<file path="src/source/soc_bus_pkg.sv">
/*
  soc bus package
  address map, region codes and bus widths shared by the
  memory-side bus, its targets and the verification code
*/
`default_nettype none

package soc_bus_pkg;

  localparam int addr_w = 32;
  localparam int data_w = 32;

  // top address byte of each region
  localparam logic [7:0] flash_start   = 8'h00;
  localparam logic [7:0] cust_ip_start = 8'h02;
  localparam logic [7:0] natv_ip_start = 8'h03;
  localparam logic [7:0] sram_start    = 8'h04;
  localparam logic [7:0] psram_start   = 8'h40;

  // read-only value of native register 0
  localparam logic [31:0] natv_id      = 32'h5243_0001;
  // answer for an access that hits no region
  localparam logic [31:0] bus_err_data = 32'hBADD_ADD0;

  typedef enum logic [2:0] {
    region_natv,
    region_mmap,
    region_sram,
    region_psram,
    region_none
  } bus_region_e;

endpackage

`default_nettype wire

</file>
<file path="src/source/mem_req_if.sv">
/*
  memory request interface
  valid/ready access channel between the decoder and one target
*/
`timescale 1ns/1ps
`default_nettype none

interface mem_req_if;
  import soc_bus_pkg::*;

  logic                valid;
  logic [addr_w-1:0]   addr;
  logic [data_w-1:0]   wdata;
  logic [data_w/8-1:0] wstrb;
  logic [data_w-1:0]   rdata;
  logic                ready;

  // host holds the request fields until ready
  modport host (output valid, addr, wdata, wstrb, input rdata, ready);

  // target answers with one ready pulse per access
  modport target (input valid, addr, wdata, wstrb, output rdata, ready);

endinterface

`default_nettype wire

</file>
<file path="src/source/bus.sv">
/*
  memory-side bus decoder
  steers each core access to one target by the top address byte,
  muxes ready and read data back and answers unmapped addresses
*/
`timescale 1ns/1ps
`default_nettype none

module bus (
  input  logic                            clk_i,
  input  logic                            arst_n_i,
  input  logic                            core_valid_i,
  input  logic [soc_bus_pkg::addr_w-1:0]  core_addr_i,
  input  logic [soc_bus_pkg::data_w-1:0]  core_wdata_i,
  input  logic [soc_bus_pkg::data_w/8-1:0] core_wstrb_i,
  output logic [soc_bus_pkg::data_w-1:0]  core_rdata_o,
  output logic                            core_ready_o,
  mem_req_if.host                         natv_o,
  mem_req_if.host                         sram_o,
  mem_req_if.host                         psram_o,
  output logic                            mmap_valid_o,
  output logic [soc_bus_pkg::addr_w-1:0]  mmap_addr_o,
  output logic [soc_bus_pkg::data_w-1:0]  mmap_wdata_o,
  output logic [soc_bus_pkg::data_w/8-1:0] mmap_wstrb_o,
  input  logic [soc_bus_pkg::data_w-1:0]  mmap_rdata_i,
  input  logic                            mmap_ready_i
);
  import soc_bus_pkg::*;

  bus_region_e region;
  logic [7:0]  top_byte;
  logic        err_valid;
  logic        err_ready_q;
  logic        sel_ready;

  assign top_byte = core_addr_i[addr_w-1 -: 8];

  always_comb begin
    case (top_byte)
      natv_ip_start:              region = region_natv;
      flash_start, cust_ip_start: region = region_mmap;
      sram_start:                 region = region_sram;
      psram_start:                region = region_psram;
      default:                    region = region_none;
    endcase
  end

  // only the selected target sees valid
  assign natv_o.valid  = core_valid_i && (region == region_natv);
  assign sram_o.valid  = core_valid_i && (region == region_sram);
  assign psram_o.valid = core_valid_i && (region == region_psram);
  assign mmap_valid_o  = core_valid_i && (region == region_mmap);
  assign err_valid     = core_valid_i && (region == region_none);

  assign natv_o.addr   = core_addr_i;
  assign natv_o.wdata  = core_wdata_i;
  assign natv_o.wstrb  = core_wstrb_i;
  assign sram_o.addr   = core_addr_i;
  assign sram_o.wdata  = core_wdata_i;
  assign sram_o.wstrb  = core_wstrb_i;
  assign psram_o.addr  = core_addr_i;
  assign psram_o.wdata = core_wdata_i;
  assign psram_o.wstrb = core_wstrb_i;
  assign mmap_addr_o   = core_addr_i;
  assign mmap_wdata_o  = core_wdata_i;
  assign mmap_wstrb_o  = core_wstrb_i;

  // error responder gives one pulse per unmapped access
  always_ff @(posedge clk_i or negedge arst_n_i) begin
    if (!arst_n_i) begin
      err_ready_q <= 1'b0;
    end else begin
      err_ready_q <= err_valid && !err_ready_q;
    end
  end

  always_comb begin
    case (region)
      region_natv: begin
        sel_ready    = natv_o.ready;
        core_rdata_o = natv_o.rdata;
      end
      region_mmap: begin
        sel_ready    = mmap_ready_i;
        core_rdata_o = mmap_rdata_i;
      end
      region_sram: begin
        sel_ready    = sram_o.ready;
        core_rdata_o = sram_o.rdata;
      end
      region_psram: begin
        sel_ready    = psram_o.ready;
        core_rdata_o = psram_o.rdata;
      end
      default: begin
        sel_ready    = err_ready_q;
        core_rdata_o = bus_err_data;
      end
    endcase
  end

  assign core_ready_o = sel_ready;

endmodule

`default_nettype wire

</file>
<file path="src/flat_wrapper.sv">
// flat-port wrapper written by rule: the top's interface ports become plain ports
module bus_flat import soc_bus_pkg::*;
  (clk_i, arst_n_i, core_valid_i, core_addr_i, core_wdata_i, core_wstrb_i, core_rdata_o, core_ready_o, mmap_valid_o, mmap_addr_o, mmap_wdata_o, mmap_wstrb_o, mmap_rdata_i, mmap_ready_i, natv_o_valid, natv_o_addr, natv_o_wdata, natv_o_wstrb, natv_o_rdata, natv_o_ready, sram_o_valid, sram_o_addr, sram_o_wdata, sram_o_wstrb, sram_o_rdata, sram_o_ready, psram_o_valid, psram_o_addr, psram_o_wdata, psram_o_wstrb, psram_o_rdata, psram_o_ready);
  mem_req_if natv_o_i ();
  mem_req_if sram_o_i ();
  mem_req_if psram_o_i ();
  input  logic clk_i;
  input  logic arst_n_i;
  input  logic core_valid_i;
  input  logic [soc_bus_pkg::addr_w-1:0] core_addr_i;
  input  logic [soc_bus_pkg::data_w-1:0] core_wdata_i;
  input  logic [soc_bus_pkg::data_w/8-1:0] core_wstrb_i;
  output logic [soc_bus_pkg::data_w-1:0] core_rdata_o;
  output logic core_ready_o;
  output logic mmap_valid_o;
  output logic [soc_bus_pkg::addr_w-1:0] mmap_addr_o;
  output logic [soc_bus_pkg::data_w-1:0] mmap_wdata_o;
  output logic [soc_bus_pkg::data_w/8-1:0] mmap_wstrb_o;
  input  logic [soc_bus_pkg::data_w-1:0] mmap_rdata_i;
  input  logic mmap_ready_i;
  output wire logic [$bits(natv_o_i.valid)-1:0] natv_o_valid;
  output wire logic [$bits(natv_o_i.addr)-1:0] natv_o_addr;
  output wire logic [$bits(natv_o_i.wdata)-1:0] natv_o_wdata;
  output wire logic [$bits(natv_o_i.wstrb)-1:0] natv_o_wstrb;
  input wire logic [$bits(natv_o_i.rdata)-1:0] natv_o_rdata;
  input wire logic [$bits(natv_o_i.ready)-1:0] natv_o_ready;
  output wire logic [$bits(sram_o_i.valid)-1:0] sram_o_valid;
  output wire logic [$bits(sram_o_i.addr)-1:0] sram_o_addr;
  output wire logic [$bits(sram_o_i.wdata)-1:0] sram_o_wdata;
  output wire logic [$bits(sram_o_i.wstrb)-1:0] sram_o_wstrb;
  input wire logic [$bits(sram_o_i.rdata)-1:0] sram_o_rdata;
  input wire logic [$bits(sram_o_i.ready)-1:0] sram_o_ready;
  output wire logic [$bits(psram_o_i.valid)-1:0] psram_o_valid;
  output wire logic [$bits(psram_o_i.addr)-1:0] psram_o_addr;
  output wire logic [$bits(psram_o_i.wdata)-1:0] psram_o_wdata;
  output wire logic [$bits(psram_o_i.wstrb)-1:0] psram_o_wstrb;
  input wire logic [$bits(psram_o_i.rdata)-1:0] psram_o_rdata;
  input wire logic [$bits(psram_o_i.ready)-1:0] psram_o_ready;
  assign natv_o_valid = natv_o_i.valid;
  assign natv_o_addr = natv_o_i.addr;
  assign natv_o_wdata = natv_o_i.wdata;
  assign natv_o_wstrb = natv_o_i.wstrb;
  assign natv_o_i.rdata = natv_o_rdata;
  assign natv_o_i.ready = natv_o_ready;
  assign sram_o_valid = sram_o_i.valid;
  assign sram_o_addr = sram_o_i.addr;
  assign sram_o_wdata = sram_o_i.wdata;
  assign sram_o_wstrb = sram_o_i.wstrb;
  assign sram_o_i.rdata = sram_o_rdata;
  assign sram_o_i.ready = sram_o_ready;
  assign psram_o_valid = psram_o_i.valid;
  assign psram_o_addr = psram_o_i.addr;
  assign psram_o_wdata = psram_o_i.wdata;
  assign psram_o_wstrb = psram_o_i.wstrb;
  assign psram_o_i.rdata = psram_o_rdata;
  assign psram_o_i.ready = psram_o_ready;
  bus u_core (.clk_i(clk_i), .arst_n_i(arst_n_i), .core_valid_i(core_valid_i), .core_addr_i(core_addr_i), .core_wdata_i(core_wdata_i), .core_wstrb_i(core_wstrb_i), .core_rdata_o(core_rdata_o), .core_ready_o(core_ready_o), .natv_o(natv_o_i), .sram_o(sram_o_i), .psram_o(psram_o_i), .mmap_valid_o(mmap_valid_o), .mmap_addr_o(mmap_addr_o), .mmap_wdata_o(mmap_wdata_o), .mmap_wstrb_o(mmap_wstrb_o), .mmap_rdata_i(mmap_rdata_i), .mmap_ready_i(mmap_ready_i));
endmodule
</file>
<file path="config.mk">
export PLATFORM = sky130hd
export DESIGN_NAME = bus_flat
export DESIGN_NICKNAME = d
export VERILOG_FILES = /design/src/source/soc_bus_pkg.sv /design/src/source/mem_req_if.sv /design/src/source/bus.sv /design/src/flat_wrapper.sv
export SDC_FILE = /design/constraint.sdc
export NUM_CORES = 1
export LEC_CHECK = 0
export ABC_AREA = 1
export BUFFER_PORTS_ARGS = -buffer_cell sky130_fd_sc_hd__buf_4
export CAP_MARGIN = 25
export CORE_AREA = 2 2 201 203
export DETAILED_ROUTE_END_ITERATION = 8
export DIE_AREA = 0 0 203 205
export GPL_ROUTABILITY_DRIVEN = 0
export SYNTH_ARGS = -nofsm -noshare
export SYNTH_HDL_FRONTEND = slang
export SYNTH_SLANG_ARGS = --single-unit
</file>
<file path="constraint.sdc">
create_clock -name clk_i -period 0.8 [get_ports clk_i]
set_input_delay 0 -clock clk_i [delete_from_list [all_inputs] [get_ports clk_i]]
set_output_delay 0 -clock clk_i [all_outputs]
set_load 0.02 [all_outputs]
</file>
==> reports/qor.txt <==
Initial antenna violation count -> 2
Critical Path Stages -> 12
MaxCap Viol Count -> 0
# IOs -> 512
Final worst-path cycle share -> 1.48
Final wirelength -> 17400 µm
Post-layout util -> 0.136
Layout Area Growth over Synthesis -> 50.7%
Die X -> 203 µm
Hold path depth -> 0
Synth unique cells -> 16
Synth top area cells -> buf_4, nand3_1, inv_1
Routed via count -> 3438
Number of synthesis warnings -> 0
Vias per cell -> 3.08
Drt wl/cell -> 15.6 µm
Fin crit period -> 1.19 ns
PortBufs -> 211
WS Path Type -> in -> out
CP endpoint kind -> output pin
Max FFs per register -> 1
Post-route insts no fill -> 1115
Post-route clock skew -> 0 ns
Slew headroom -> 0.786
DP HPWL -> 13100 µm
Initial Utilization -> 0.0905
Critical path's slowest cell -> buf_12
WHS -> 0.00000519 ns
Largest net degree at the start of global routing -> 23
Most flops, register -> u_core.err_ready_q
Std-Cell Rows -> 73
Setup Viol. Count Final -> 38
Pre-CTS setup slack -> -0.592 ns
CP arrival -> 1.19 ns
Detailed Route Iter0 Violations -> 133
Design Power -> 1.61 mW
CP max stage delay -> 0.15 ns
Post-Syn Area -> 3560 µm²
Pre-Repair DR Iteration Count -> 4
Area of the core -> 39400 µm²
Syn nets -> 804
Largest registers -> u_core.err_ready_q (1)
Worst EP required -> 0.80 ns
Startpoint type of the worst setup path -> input port
Post-synth top area cell -> buf_4
Final antenna-violating net count -> 0
Pwr Density -> 300 nW/µm²
Max Clock Freq -> 0.844 GHz
Skew-Pair Late Insertion Delay -> 0 ns
Share of layout cells above drive strength 1 -> 0.671
Worst Path Buf+Inv -> 7
Outcome -> finished, violations left
Critical path's most frequent cell -> buf_12
Placed insts -> 1089
Worst r2r path cells -> 1
Number of global-route vias before repair -> 3511
Slew Limit Fails -> 0
Static leakage -> 2.41 nW
Die Area -> 41600 µm²
Failing checks -> setup timing
# DRC -> 0
CP Cell Sequence -> buf_12 -> clkinv_8 -> nand2_8 -> nor2_4 -> buf_12 -> buf_8 -> buf_16 -> nand3_1 -> nand2_1 -> inv_1 -> nand3_4 -> buf_6
Worst setup margin -> -0.385 ns
Endpoints failing hold -> 0
VDD IR max -> 208 µV
Sequential area share after synthesis -> 0.00702
Cells after Synth -> 601
Remaining Overflow, GRT -> 0
Total GRT Usage -> 0.0710
Mean post-synth cell area -> 5.93 µm²
Share of the synthesized area in the top cell type -> 0.579
RSZ-0062 raised after global routing -> true
Worst Max-Slew Pin Slew -> 0.321 ns
CP delay by family, top -> buffers and inverters
CP max FO -> 5
First-pass GRT wire length -> 21700 µm
DIE HEIGHT -> 205 µm
Antenna cells -> 0
Post-layout nets -> 795
Register bit total from synthesis -> 1
Hold Crit Class -> in -> out
==> repair_timing <==
item / 4_1_cts / 5_1_grt
hold buffers: 1 / 0
endpoints found under the setup margin: 38 / 38
hold endpoints to repair: 1 / 0
pin swaps: 24 / 35
buffers inserted: 9 / 12
gates resized for setup: 105 / 98
cloned: 4 / 4
==> power by group <==
group          internal (mW)  switching (mW)  total [mW]
clock network              0               0           0
logic                  0.876           0.675        1.55
registers             0.0553         0.00179      0.0571
==> layer usage <==
layer / vias to the layer above / track usage / share of wire / wire [µm]
met5: - / 0 / 0.0015 / 26
met4: 4 / 0.0506 / 0.065 / 1120
met2: 263 / 0.130 / 0.49 / 8590
met1: 1519 / 0.0654 / 0.33 / 5740
li1: 1555 / - / - / -
met3: 97 / 0.0256 / 0.11 / 1910
==> kinds of logic (layout without fill, tap and decap cells) <==
| family | Yosys count | in the layout | synth area share |
|---|---|---|---|
| DFF | 1 | 1 | 0.00702 |
| and+or+nand+nor | 240 | 240 | 0.315 |
| buffers and inverters | 360 | 349 | 0.678 |
==> cells in the final DEF (no fill, tap or decap), drive strengths merged <==
cell type and count:
buf 274, nand3 90, nor2 72, inv 65
nand2 62, nand4 16, clkinv 5, clkbuf 4
dlygate4sd3 1, dfrtp 1
==> layout make-up <==
type / count / area (µm²)
Fill cell: 4510 / 34000
Inverter: 70 / 333
Multi-Input combinational cell: 240 / 1670
Sequential cell: 1 / 25.0
Tap cell: 525 / 657
Timing Repair Buffer: 279 / 2690
==> cell usage after synthesis <==
cell type and count:
buf_4 275, inv_2 1, buf_6 2, nor2_4 4, dfrtp_1 1, nand4_1 16, nor2_1 65, buf_2 13
inv_1 68, nor2_2 3, inv_4 1, nand2_1 57, nand3_4 1, nand3_1 89, nand2_4 1, nand2_2 4
==> path summary, 6_finish.rpt <==
kind	start	endpoint	slack (ns)
max	core_addr_i[24]	core_rdata_o[20]	-0.39
min	core_wdata_i[16]	natv_o_wdata[16]	0.000005
max reg2reg	u_core.err_ready_q	u_core.err_ready_q	0.27
min reg2reg	u_core.err_ready_q	u_core.err_ready_q	0.42
max in group asynchronous	arst_n_i	u_core.err_ready_q	0.40
min in group asynchronous	arst_n_i	u_core.err_ready_q	0.32
==> per-stage QoR <==
stage                     setup TNS (ns)  instance area [µm²]
final                             -11.88                 5370
after global routing              -14.40                 5370
after CTS                         -12.90                 4860
after detailed placement          -15.45                 4300
after global placement            -15.35                 4300
after floorplan                   -0.303                 3760
Power figures use the tool's default switching activity.
