`src/source/soc_bus_pkg.sv`:
```
/*
  soc bus package
  address map, region codes and bus widths shared by the
  memory-side bus, its targets and the verification code
*/
`default_nettype none

package soc_bus_pkg;

  localparam int addr_w = 32;
  localparam int data_w = 32;

  // top address byte of each region
  localparam logic [7:0] flash_start   = 8'h00;
  localparam logic [7:0] cust_ip_start = 8'h02;
  localparam logic [7:0] natv_ip_start = 8'h03;
  localparam logic [7:0] sram_start    = 8'h04;
  localparam logic [7:0] psram_start   = 8'h40;

  // read-only value of native register 0
  localparam logic [31:0] natv_id      = 32'h5243_0001;
  // answer for an access that hits no region
  localparam logic [31:0] bus_err_data = 32'hBADD_ADD0;

  typedef enum logic [2:0] {
    region_natv,
    region_mmap,
    region_sram,
    region_psram,
    region_none
  } bus_region_e;

endpackage

`default_nettype wire

```
`src/source/mem_req_if.sv`:
```
/*
  memory request interface
  valid/ready access channel between the decoder and one target
*/
`timescale 1ns/1ps
`default_nettype none

interface mem_req_if;
  import soc_bus_pkg::*;

  logic                valid;
  logic [addr_w-1:0]   addr;
  logic [data_w-1:0]   wdata;
  logic [data_w/8-1:0] wstrb;
  logic [data_w-1:0]   rdata;
  logic                ready;

  // host holds the request fields until ready
  modport host (output valid, addr, wdata, wstrb, input rdata, ready);

  // target answers with one ready pulse per access
  modport target (input valid, addr, wdata, wstrb, output rdata, ready);

endinterface

`default_nettype wire

```
`src/source/natv_regs.sv`:
```
/*
  native peripheral registers
  ID word, two byte-writable scratch words and a counter of
  accepted writes, answered one cycle after valid
*/
`timescale 1ns/1ps
`default_nettype none

module natv_regs (
  input  logic      clk_i,
  input  logic      arst_n_i,
  mem_req_if.target bus_i
);
  import soc_bus_pkg::*;

  logic [data_w-1:0] scratch1_q;
  logic [data_w-1:0] scratch2_q;
  logic [data_w-1:0] wr_cnt_q;
  logic [data_w-1:0] rdata_q;
  logic [data_w-1:0] rd_word;
  logic              ready_q;
  logic              accept;
  logic [1:0]        idx;

  assign idx = bus_i.addr[3:2];
  // taken once, in the cycle before ready rises
  assign accept = bus_i.valid && !ready_q;

  always_comb begin
    case (idx)
      2'd0:    rd_word = natv_id;
      2'd1:    rd_word = scratch1_q;
      2'd2:    rd_word = scratch2_q;
      default: rd_word = wr_cnt_q;
    endcase
  end

  always_ff @(posedge clk_i or negedge arst_n_i) begin
    if (!arst_n_i) begin
      ready_q  <= 1'b0;
      wr_cnt_q <= '0;
    end else begin
      ready_q <= accept;
      // every native write counts, reg 3 included
      if (accept && (bus_i.wstrb != '0)) begin
        wr_cnt_q <= wr_cnt_q + 1'b1;
      end
    end
  end

  always_ff @(posedge clk_i) begin
    if (accept) begin
      rdata_q <= rd_word;
      for (int b = 0; b < data_w / 8; b++) begin
        if (bus_i.wstrb[b] && (idx == 2'd1)) begin
          scratch1_q[8*b +: 8] <= bus_i.wdata[8*b +: 8];
        end
        if (bus_i.wstrb[b] && (idx == 2'd2)) begin
          scratch2_q[8*b +: 8] <= bus_i.wdata[8*b +: 8];
        end
      end
    end
  end

  assign bus_i.ready = ready_q;
  assign bus_i.rdata = rdata_q;

endmodule

`default_nettype wire

```
`src/flat_wrapper.sv`:
```
// flat-port wrapper written by rule: the top's interface ports become plain ports
module natv_regs_flat import soc_bus_pkg::*;
  (clk_i, arst_n_i, bus_i_valid, bus_i_addr, bus_i_wdata, bus_i_wstrb, bus_i_rdata, bus_i_ready);
  mem_req_if bus_i_i ();
  input  logic clk_i;
  input  logic arst_n_i;
  input wire logic [$bits(bus_i_i.valid)-1:0] bus_i_valid;
  input wire logic [$bits(bus_i_i.addr)-1:0] bus_i_addr;
  input wire logic [$bits(bus_i_i.wdata)-1:0] bus_i_wdata;
  input wire logic [$bits(bus_i_i.wstrb)-1:0] bus_i_wstrb;
  output wire logic [$bits(bus_i_i.rdata)-1:0] bus_i_rdata;
  output wire logic [$bits(bus_i_i.ready)-1:0] bus_i_ready;
  assign bus_i_i.valid = bus_i_valid;
  assign bus_i_i.addr = bus_i_addr;
  assign bus_i_i.wdata = bus_i_wdata;
  assign bus_i_i.wstrb = bus_i_wstrb;
  assign bus_i_rdata = bus_i_i.rdata;
  assign bus_i_ready = bus_i_i.ready;
  natv_regs u_core (.clk_i(clk_i), .arst_n_i(arst_n_i), .bus_i(bus_i_i));
endmodule
```
`config.mk`:
```
export PLATFORM = sky130hd
export DESIGN_NAME = natv_regs_flat
export DESIGN_NICKNAME = d
export VERILOG_FILES = /design/src/source/soc_bus_pkg.sv /design/src/source/mem_req_if.sv /design/src/source/natv_regs.sv /design/src/flat_wrapper.sv
export SDC_FILE = /design/constraint.sdc
export NUM_CORES = 1
export LEC_CHECK = 0
export BUFFER_PORTS_ARGS = -buffer_cell sky130_fd_sc_hd__buf_2
export CAP_MARGIN = 0
export CELL_PAD_IN_SITES_DETAIL_PLACEMENT = 1
export CELL_PAD_IN_SITES_GLOBAL_PLACEMENT = 1
export CORE_AREA = 2 2 125 127
export CTS_CLUSTER_SIZE = 30
export DETAILED_ROUTE_END_ITERATION = 12
export DIE_AREA = 0 0 127 129
export PLACE_DENSITY_LB_ADDON = 0.1
export SLEW_MARGIN = 20
export SYNTH_ARGS = -nofsm -noshare
export SYNTH_HDL_FRONTEND = slang
export SYNTH_SLANG_ARGS = --single-unit
```
`constraint.sdc`:
```
create_clock -name clk_i -period 3.95 [get_ports clk_i]
set_input_delay 0.5925 -clock clk_i [delete_from_list [all_inputs] [get_ports clk_i]]
set_output_delay 0.5925 -clock clk_i [all_outputs]
set_load 0.1 [all_outputs]
```
==> key figures, run 1 <==
Worst setup path
  – Crit path depth: 3
  – Critical path endpoint: u_core.scratch1_q[24]
  – CP required: 4.01 ns
  – Reg2reg start: u_core.wr_cnt_q[16]
  – Delay-heaviest family, CP: simple AND/OR/NAND/NOR gates
  – Flop2flop setup slack: 1.93 ns
  – Launch point of the worst path: bus_i_addr[2]
  – Kind of critical path: in -> reg
  – Crit path capture type: register
  – Slowest Stage Delay on Critical Path: 0.66 ns
  – Worst Path Arrival: between 2 and 2.5 ns
  – Reg2Reg Depth: 4
  – Reg-to-reg critical path endpoint: u_core.wr_cnt_q[31]
  – CP Cell Sequence: buf_2 -> nor2b_2 -> and3_1
  – CP max-delay cell: nor2b_2
  – Startpoint Class: primary input
  – Worst-path fanout max: 17
  – Worst path bufs/invs: 1

STA
  – Slew Viols, Final: 0
  – Hold Fails Final Rpt: 0
  – Setup violators final: 0
  – Total negative slack: 0 ns
  – Crit share post-route: a little over half
  – Tmin final: roughly 2.1 ns
  – Setup Skew: around 0.0067 ns
  – Slew @ Worst Pin: ~0.9 ns
  – Rel. slew slack: between 30 and 40%
  – RSZ-0062 raised after global routing: no
  – Max Freq: between 400 and 500 MHz

Floorplanning
  – IO Pins: 104
  – Die Area: 16,380 µm²
  – Initial Util: between 30% and 40%
  – Rows: 45
  – Core area: approximately 15,000 µm²
  – Die X: ~130 µm
  – Die Span Y: ~130 µm

Clocking
  – CTS tree: done
  – Hold_buf cts: 0
  – Clock transition at path regs: approximately 0.060 ns
  – Root Driver: clkbuf_16
  – Clk buf depth: 2
  – Worst-skew pair later-pin latency: 0.42 ns
  – H-tree Lvls: 4
  – Post-CTS sizing: 0
  – Setup Buffers After CTS: 0
  – CTS Buf Count: 17
  – Clock Sinks: about 130

Job
  – Max-cap violations: 0

Synthesis
  – Cell taking the most area after synthesis: edfxtp_1
  – Synthesized cell area: between 5000 and 6000 µm²
  – Post-synth cell types: 34
  – Largest family of logic cells by synthesized area: simple AND/OR/NAND/NOR gates
  – Synth Area in XOR/XNOR: under 10%
  – Simple-gate share of the synthesized area: about a tenth
  – Mean Syn Cell Area: around 16 µm²
  – Top cell type's share of synthesized area: between 50% and 60%
  – Compound-gate portion of the synthesized area: ~5%
  – Ys Warns: 0
  – Synth area leaders: edfxtp_1, dfrtp_1, mux2_2, a22o_1, xnor2_1
  – Seq cells post-synth: around 130
  – Post-synth net total: a little under 400
  – Gate Count Post-Synth: between 300 and 400
  – Adder and majority gate portion of the synthesized area: less than 1%
  – Sequential-to-total area share from yosys stat: 71.53%
  – Mux cell area share after synthesis: 6.998%

Power and ir drop
  – Combinational fraction of design power: roughly 10%
  – Pleak: 2.554 nW
  – Switching power: just under 0.0009 W
  – Sw Ratio: 24.61%
  – Flop pwr share: 44.0%
  – Worst VDD drop: between 0.0002 and 0.0003 V
  – Clock network power share: a little under half
  – Cell area power density: ~560 nW/µm²
  – Internal: ~0.0027 W

Detailed routing
  – Post-route ant nets: 0
  – Drt wl/cell: 19.36 µm
  – Final wirelength: 11,850 µm
  – Drt pass-1 iters: 4
  – Via-to-Cell Ratio: between 5 and 6
  – # DRC: 0
  – Vias: between 3,000 and 4,000
  – Initial drt markers: between 150 and 200

Outcome
  – Outcome: complete, no violations

Final layout
  – Share of layout cells above drive strength 1: about 34%
  – Fin cells: between 600 and 700
  – Area growth from synthesis to layout: 23.84%
  – Most common cell after layout, fill and taps aside: edfxtp_1
  – Filler Cell Count: approximately 1,500
  – Ant. Diodes: 0
  – Commonest cells after routing, fill and taps aside: edfxtp_1, buf_2, dfrtp_1
  – Fin nets: roughly 480

Global route
  – Vias in the first global route: about 3,400
  – Total gr overflow: 0
  – Largest net degree at the start of global routing: 34
  – Antenna violations before repair: 0
  – GRT Total Usage: 15.77%
  – First-pass GRT wire length: between 15,000 and 20,000 µm

Placement
  – Number of port buffers: 73
  – Gpl congestion: roughly 0.75
  – Dpl cells: 580
  – Dpl hpwl: 8147 µm

Hold path
  – Type of the most critical hold path: in -> async
power groups by stage:
stage	combinational (W)	sequential (W)	clock, W
6_report	0.000371	0.00158	0.00164
5_1_grt	0.000399	0.00159	0.00174
4_1_cts	0.000378	0.00158	0.00168
3_5_place_dp	0.000376	0.00161	0
3_3_place_gp	0.000369	0.00161	0
2_1_floorplan	0.000120	0.00175	0
final cells by class:
class	instances	area (µm²)	share of cell area (%)
inverters	2	7.507	0.1169
clock inverters	11	160.2	2.494
repair buffers	80	417.9	6.508
well taps	188	235.2	3.663
flip-flops and latches	129	3709	57.76
multi-input cells	181	1431	22.29
clock buffers	21	460.4	7.171
cell families after synthesis:
group | after synthesis
AOI/OAI and AO/OA | 32
xor gates and xnor gates | 31
adders and majority gates | 1
buffers and inverters | 14
DFF | 129
muxes | 33
and+or+nand+nor | 84
per-stage QoR:
stage / setup slack, ns / utilization [%] / hold WS, ns / instance area (µm²) / total power (W)
floorplan: 0.4538 / - / 0.2969 / 5185 / 0.001871
global placement: 1.392 / 38.73 / 0.4806 / 5801 / 0.001976
detailed placement: 1.358 / 38.73 / 0.4832 / 5801 / 0.001984
CTS: 1.807 / 42.87 / 0.3046 / 6421 / 0.003637
global route: 1.671 / 42.87 / 0.3234 / 6421 / 0.003735
finish: 1.860 / 42.87 / 0.2809 / 6421 / 0.003596
sequential cells by signal, summed over array words and instances (netlist names):
signal,cells
u_core.bus_i.rdata,32
u_core.scratch1_q,32
u_core.scratch2_q,32
u_core.wr_cnt_q,32
u_core.bus_i.ready,1
how the worst min path moves through the flow:
stage / to / slack, ns / cells after the start / from
floorplan: u_core.bus_i.ready / 0.30 / 0 / arst_n_i
global placement: u_core.wr_cnt_q[31] / 0.48 / 1 / u_core.wr_cnt_q[31]
detailed placement: u_core.wr_cnt_q[31] / 0.48 / 1 / u_core.wr_cnt_q[31]
CTS: u_core.bus_i.ready / 0.30 / 1 / arst_n_i
global route: u_core.wr_cnt_q[6] / 0.32 / 1 / arst_n_i
finish: u_core.bus_i.ready / 0.28 / 1 / arst_n_i
cells in the mapped netlist:
| cell type | number |
|---|---|
| a21oi_1 | 7 |
| a22o_1 | 25 |
| and2_1 | 6 |
| and3_1 | 8 |
| and3b_1 | 1 |
| and4_1 | 2 |
| buf_1 | 2 |
| buf_2 | 2 |
| clkbuf_1 | 8 |
| dfrtp_1 | 33 |
| edfxtp_1 | 96 |
| ha_1 | 1 |
| inv_1 | 2 |
| mux2_2 | 26 |
| mux2i_1 | 7 |
| nand2_1 | 9 |
| nand2b_1 | 1 |
| nand3_1 | 11 |
| nand3b_1 | 1 |
| nand4_1 | 11 |
| nand4_2 | 1 |
| nand4b_1 | 2 |
| nand4bb_1 | 1 |
| nor2_1 | 14 |
| nor2b_1 | 3 |
| nor3_1 | 3 |
| nor3_2 | 1 |
| nor4_1 | 3 |
| nor4_2 | 1 |
| nor4_4 | 2 |
| or2_2 | 2 |
| or4_4 | 1 |
| xnor2_1 | 22 |
| xor2_1 | 9 |
metal layers:
layer | global-route usage (%) | vias up | routed length (µm)
li1 | - | 1412 | -
met1 | 19.59 | 1578 | 5237
met2 | 26.15 | 66 | 5941
met3 | 4.948 | 16 | 496
met4 | 5.688 | 0 | 171
met5 | 0 | - | 0
No activity file was read; power rests on OpenSTA's default activity.
==> run 2: changes to the inputs <==
- clock period: 3.95 -> 2 ns (I/O delays scaled with it)
==> run 2 against run 1 <==
Sequential cell count is the same. Power is 92% higher. Die area is the same. Clock power grew 84%. Clock skew down 0.00098 ns. Non-clock buffer count increased by 11. Register-to-register slack worse by 1.7 ns. Combinational power up 99%. First-iteration DRC count down 30%.
==> key figures, run 2 (synthesized netlist as in run 1, its figures left out) <==
Placement
  – Dpl hpwl: 8245 µm (+1.2%)
  – Number of port buffers: 73 (unchanged)
  – Dpl cell area: 5891 µm² (+1.6%)
  – Gpl congestion: 0.8041 (+6.7%)
  – Place WS: 0.2637 ns (-1.095 ns)
  – Dpl cells: 590 (+1.7%)

Global route
  – Vias in the first global route: 3,338 (-1.8%)
  – Antenna violations before repair: 0 (unchanged)
  – GRT Total Usage: 15.81% (+0.035 points)
  – First-pass GRT wire length: 18,930 µm (-0.47%)
  – Largest net degree at the start of global routing: 22 (-35%)
  – Total gr overflow: 0 (unchanged)

STA
  – RSZ-0062 raised after global routing: no
  – Rel. slew slack: 67.09% (+28 points)
  – Crit share post-route: 87.18%
  – Tmin final: 1.744 ns
  – Final WS setup: 0.2563 ns (-1.604 ns)
  – Setup violators final: 0 (unchanged)
  – Hold Fails Final Rpt: 0 (unchanged)
  – Total negative slack: 0 ns (unchanged)
  – Slew Viols, Final: 0 (unchanged)
  – Slew @ Worst Pin: 0.4971 ns (-0.4057 ns)
  – Max Freq: 573.5 MHz
  – Hold_ws: 0.07367 ns (-0.2073 ns)
  – Setup Skew: 0.005715 ns (-0.0009797 ns)

Worst setup path
  – Flop2flop setup slack: 0.26 ns (-1.67 ns)
  – Crit path capture type: register
  – Worst Path Arrival: 2.07 ns (-0.08 ns)
  – CP required: 2.32 ns (-1.69 ns)
  – Reg2reg start: u_core.wr_cnt_q[4]
  – Worst-path fanout max: 6 (-11)
  – Reg2Reg Depth: 4 (unchanged)
  – Kind of critical path: reg -> reg
  – Startpoint Class: register
  – Reg-to-reg critical path endpoint: u_core.wr_cnt_q[30]

Detailed routing
  – Initial drt markers: 116 (-30%)
  – Final wirelength: 12,150 µm (+2.5%)
  – Drt pass-1 iters: 4 (unchanged)
  – Vias: 3,075 (+0.098%)
  – Post-route ant nets: 0 (unchanged)
  – Drt wl/cell: 19.50 µm (+0.74%)
  – # DRC: 0 (unchanged)
  – Via-to-Cell Ratio: 4.936 (-1.7%)

Floorplanning
  – IO Pins: 104 (unchanged)
  – Rows: 45 (unchanged)
  – Die Span Y: 129 µm (unchanged)
  – Die Area: 16,380 µm² (unchanged)
  – Core area: 14,980 µm² (unchanged)
  – Die X: 127 µm (unchanged)
  – Initial Util: 34.62% (unchanged)

Final layout
  – Most common cell after layout, fill and taps aside: edfxtp_1
  – Filler Cell Count: 1,528 (+0.065%)
  – Share of layout cells above drive strength 1: 36.32% (+2.4 points)
  – Commonest cells after routing, fill and taps aside: edfxtp_1, buf_2, dfrtp_1
  – Fin cells: 623 (+1.8%)
  – Multi-input gate area: 1443 µm² (+0.79%)
  – Ant. Diodes: 0 (unchanged)
  – Area growth from synthesis to layout: 24.78%
  – Total area of sequential cells: 3712 µm² (+0.10%)
  – Fin nets: 494 (+2.3%)
  – Final instance area: 6470 µm² (+0.76%)

Hold path
  – Type of the most critical hold path: in -> reg
  – Hold Path Sink: u_core.scratch1_q[6]
  – Hold Startpoint: bus_i_wdata[6]
  – Hold Crit Depth: 1

Clocking
  – CTS Buf Count: 17 (unchanged)
  – Worst-skew pair later-pin latency: 0.41 ns (about the same)
  – Clock Sinks: 129 (unchanged)
  – Setup Buffers After CTS: 0 (unchanged)
  – H-tree Lvls: 4 (unchanged)
  – Clk buf depth: 2 (unchanged)
  – Root Driver: clkbuf_16
  – Clock transition at path regs: 0.05 ns (about the same)
  – CTS tree: done

Power and ir drop
  – Pleak: 2.602 nW (+1.9%)
  – Cell area power density: 1065 nW/µm² (+90%)
  – Worst VDD drop: 0.0005300 V (+100%)

Job
  – Max-cap violations: 0 (unchanged)

Outcome
  – Outcome: complete, no violations
-- run 2: cell count changes in the layout (fill, tap and decap cells not counted), sizes merged --
cell         change
buf             +10
clkbuf           +4
clkinvlp         -3
bufinv           -2
clkinv           +1
dlygate4sd3      +1
-- run 2: per-stage QoR --
stage	power, W	util, %
2_1_floorplan	0.003699	-
3_3_place_gp	0.003909	39.33
3_5_place_dp	0.003931	39.33
4_1_cts	0.006962	43.20
5_1_grt	0.007125	43.20
6_report	0.006888	43.20
-- run 2: where the power goes --
group / total, W / internal (W) / switching [W]
sequential: 0.00313 / 0.00302 / 0.000113
combinational: 0.000740 / 0.000208 / 0.000532
clock: 0.00302 / 0.00192 / 0.00109
total: 0.00689 / 0.00515 / 0.00174
-- run 2: worst max-delay path by stage --
stage / end / startpoint / slack [ns] / cells after the start
after global placement: u_core.scratch1_q[12] / u_core.bus_i.ready / 0.31 / 2
after floorplan: u_core.scratch2_q[0] / u_core.bus_i.ready / -0.05 / 3
final: u_core.wr_cnt_q[30] / u_core.wr_cnt_q[4] / 0.26 / 4
after global routing: u_core.wr_cnt_q[30] / u_core.wr_cnt_q[4] / 0.18 / 4
after detailed placement: u_core.scratch1_q[9] / bus_i_addr[3] / 0.26 / 3
after CTS: u_core.wr_cnt_q[30] / u_core.wr_cnt_q[4] / 0.23 / 4
-- run 2: layout make-up --
type / count / share of cell area (%)
Sequential cell: 129 / 57.38
Multi-Input combinational cell: 181 / 22.30
Timing Repair Buffer: 91 / 7.774
Clock buffer: 25 / 7.503
Tap cell: 188 / 3.636
Clock inverter: 7 / 1.296
Inverter: 2 / 0.1160
-- run 2: what timing repair did --
action                    CTS  global route
resized for setup           0             0
hold buffers                1             0
hold endpoints to repair   12             0
-- run 2: routing by layer --
metal / vias up / wire length (µm) / global-route usage, %
li1: 1441 / - / -
met1: 1561 / 5410 / 19.62
met2: 63 / 6147 / 26.60
met3: 10 / 449 / 4.615
met4: 0 / 141 / 5.495
met5: - / 0 / 0
-- run 2: worst max-delay path: stages, from the launching register on --
cell     delay (ns)
dfrtp_1        0.48
nand4_2        0.18
or4_4          0.65
nor4_4         0.18
xnor2_1        0.16
==> run 3: changes to the inputs <==
- CORE_AREA: 2 2 125 127 -> 2 2 120 133
- DIE_AREA: 0 0 127 129 -> 0 0 122 135
==> run 3 against run 2 <==
Non-clock buffer count rose by 5. Sequential power barely moved. Final area rose by 1.0%. Power rose by 1.0%. Maximum frequency rose by 3.1%. Sequential share of layout area fell by 0.59 points. First-iteration DRC count fell by 37%. Clock power rose by 2%.
==> key figures, run 3 (synthesized netlist as in run 1, its figures left out) <==
Outcome
  – Outcome: complete, no violations

Placement
  – Number of port buffers: 73 (unchanged)
  – Dpl cells: 603 (+2.2%)
  – Dpl cell area: 5938 µm² (+0.81%)
  – Place WS: 0.3006 ns (+0.03690 ns)
  – Gpl congestion: 0.7303 (-9.2%)
  – Dpl hpwl: 8214 µm (-0.38%)

Final layout
  – Fin cells: 636 (+2.1%)
  – Filler Cell Count: 1,543 (+0.98%)
  – Area growth from synthesis to layout: 26.09%
  – Final Core Density: 43.60% (+0.40 points)
  – Most common cell after layout, fill and taps aside: edfxtp_1
  – Final instance area: 6538 µm² (+1.0%)
  – Commonest cells after routing, fill and taps aside: edfxtp_1, buf_2, dfrtp_1
  – Ant. Diodes: 0 (unchanged)
  – Fin nets: 499 (+1.0%)
  – Share of layout cells above drive strength 1: 37.50% (+1.2 points)

Clocking
  – CTS tree: done
  – H-tree Lvls: 4 (unchanged)
  – Worst-skew pair later-pin latency: 0.42 ns (about the same)
  – Clock Sinks: 129 (unchanged)
  – Root Driver: clkbuf_16
  – Setup Buffers After CTS: 0 (unchanged)
  – Clock transition at path regs: 0.06 ns (about the same)
  – CTS Buf Count: 17 (unchanged)
  – Clk buf depth: 2 (unchanged)

Power and ir drop
  – Switching power: 0.001728 W (-0.62%)
  – Cell area power density: 1064 nW/µm² (about the same)
  – Worst VDD drop: 0.0005547 V (+4.6%)
  – Combinational fraction of design power: 11.1% (+0.4 points)
  – Flop pwr share: 44.7% (-0.8 points)
  – Pleak: 2.632 nW (+1.2%)
  – Clock network power share: 44.2% (+0.4 points)
  – Internal: 0.005230 W (+1.6%)
  – Sw Ratio: 24.84% (-0.41 points)

Worst setup path
  – Worst Path Arrival: 2.03 ns (-0.04 ns)
  – Worst-path fanout max: 5 (-1)
  – Crit path capture type: register
  – Startpoint Class: register
  – Kind of critical path: reg -> reg
  – CP required: 2.34 ns (+0.02 ns)

STA
  – Total negative slack: 0 ns (unchanged)
  – Hold Fails Final Rpt: 0 (unchanged)
  – Crit share post-route: 84.53% (-2.7 points)
  – Final WS setup: 0.3094 ns (+0.05305 ns)
  – Setup Skew: 0.008511 ns (+0.002796 ns)
  – Slew Viols, Final: 0 (unchanged)
  – Tmin final: 1.691 ns (-0.05305 ns)
  – Setup violators final: 0 (unchanged)
  – Slew @ Worst Pin: 0.4974 ns (+0.0003365 ns)
  – RSZ-0062 raised after global routing: no
  – Rel. slew slack: 67.07% (about the same)
  – Max Freq: 591.5 MHz (+3.1%)

Floorplanning
  – Die X: 122 µm (-3.9%)
  – Die Span Y: 135 µm (+4.7%)
  – Initial Util: 34.58% (-0.043 points)
  – Rows: 47 (+4.4%)
  – Die Area: 16,470 µm² (+0.53%)
  – Core area: 15,000 µm² (+0.12%)
  – IO Pins: 104 (unchanged)

Detailed routing
  – Final wirelength: 11,620 µm (-4.4%)
  – Initial drt markers: 73 (-37%)
  – # DRC: 0 (unchanged)
  – Drt pass-1 iters: 4 (unchanged)
  – Post-route ant nets: 0 (unchanged)
  – Drt wl/cell: 18.27 µm (-6.3%)
  – Via-to-Cell Ratio: 4.852 (-1.7%)
  – Vias: 3,086 (+0.36%)

Hold path
  – Type of the most critical hold path: in -> reg

Global route
  – Largest net degree at the start of global routing: 19 (-14%)
  – Vias in the first global route: 3,468 (+3.9%)
  – GRT Total Usage: 15.62% (-0.19 points)
  – Total gr overflow: 0 (unchanged)
  – Antenna violations before repair: 0 (unchanged)
  – First-pass GRT wire length: 18,830 µm (-0.51%)

Job
  – Max-cap violations: 0 (unchanged)
[run 3: cell types whose count changed in the layout (fill, tap and decap cells not counted)]
cell,change
clkinvlp_4,+1
clkinv_1,-1
buf_4,+5
clkbuf_1,-1
clkbuf_8,-2
bufinv_16,+1
clkinv_4,+2
[run 3: area by class of cell]
type	instances	area [µm²]	area share [%]
repair buffers	96	540.5	8.268
multi-input cells	181	1443	22.07
clock buffers	22	454.2	6.947
clock inverters	10	135.1	2.067
well taps	196	245.2	3.751
inverters	2	7.507	0.1148
flip-flops and latches	129	3712	56.78
[run 3: stage by stage]
| stage | total power, W | hold WS, ns |
|---|---|---|
| after global placement | 0.003931 | 0.2202 |
| after global routing | 0.007219 | 0.05567 |
| final | 0.006958 | 0.07249 |
| after CTS | 0.007054 | 0.04925 |
| after detailed placement | 0.003943 | 0.2197 |
| after floorplan | 0.003699 | 0.004409 |
[run 3: worst paths after layout]
check / from / endpoint / slack (ns) / depth (start not counted)
setup reg to reg: u_core.wr_cnt_q[5] / u_core.wr_cnt_q[26] / 0.31 / 4
hold / removal: bus_i_wdata[24] / u_core.scratch1_q[24] / 0.07 / 1
max in group asynchronous: arst_n_i / u_core.wr_cnt_q[19] / 1.19 / 3
min in group asynchronous: arst_n_i / u_core.wr_cnt_q[29] / 0.34 / 2
hold reg to reg: u_core.wr_cnt_q[31] / u_core.wr_cnt_q[31] / 0.49 / 1
setup / recovery: u_core.wr_cnt_q[5] / u_core.wr_cnt_q[26] / 0.31 / 4
[run 3: per-layer routing]
| metal | global-route usage [%] | part of all wire (%) |
|---|---|---|
| met1 | 19.22 | 44 |
| met5 | 0 | 0 |
| met3 | 4.139 | 3.2 |
| met2 | 26.04 | 51 |
| met4 | 6.386 | 1.9 |
[run 3: power by group through the flow]
stage          registers [W]  logic [W]  clock network, W
2_1_floorplan        0.00346   0.000240                 0
3_3_place_gp         0.00316   0.000773                 0
3_5_place_dp         0.00316   0.000782                 0
4_1_cts              0.00311   0.000785           0.00316
5_1_grt              0.00312   0.000834           0.00326
6_report             0.00311   0.000773           0.00308
[run 3: worst max-delay path: stages (launching register included)]
cell and delay [ns]:
dfrtp_1 0.46, nand4_2 0.18, or4_4 0.65, nor4_4 0.17, xor2_1 0.16
[run 3: what timing repair did]
item / 4_1_cts / 5_1_grt
resized for setup: 0 / 0
endpoints found under the hold margin: 12 / 0
hold buffers: 1 / 0
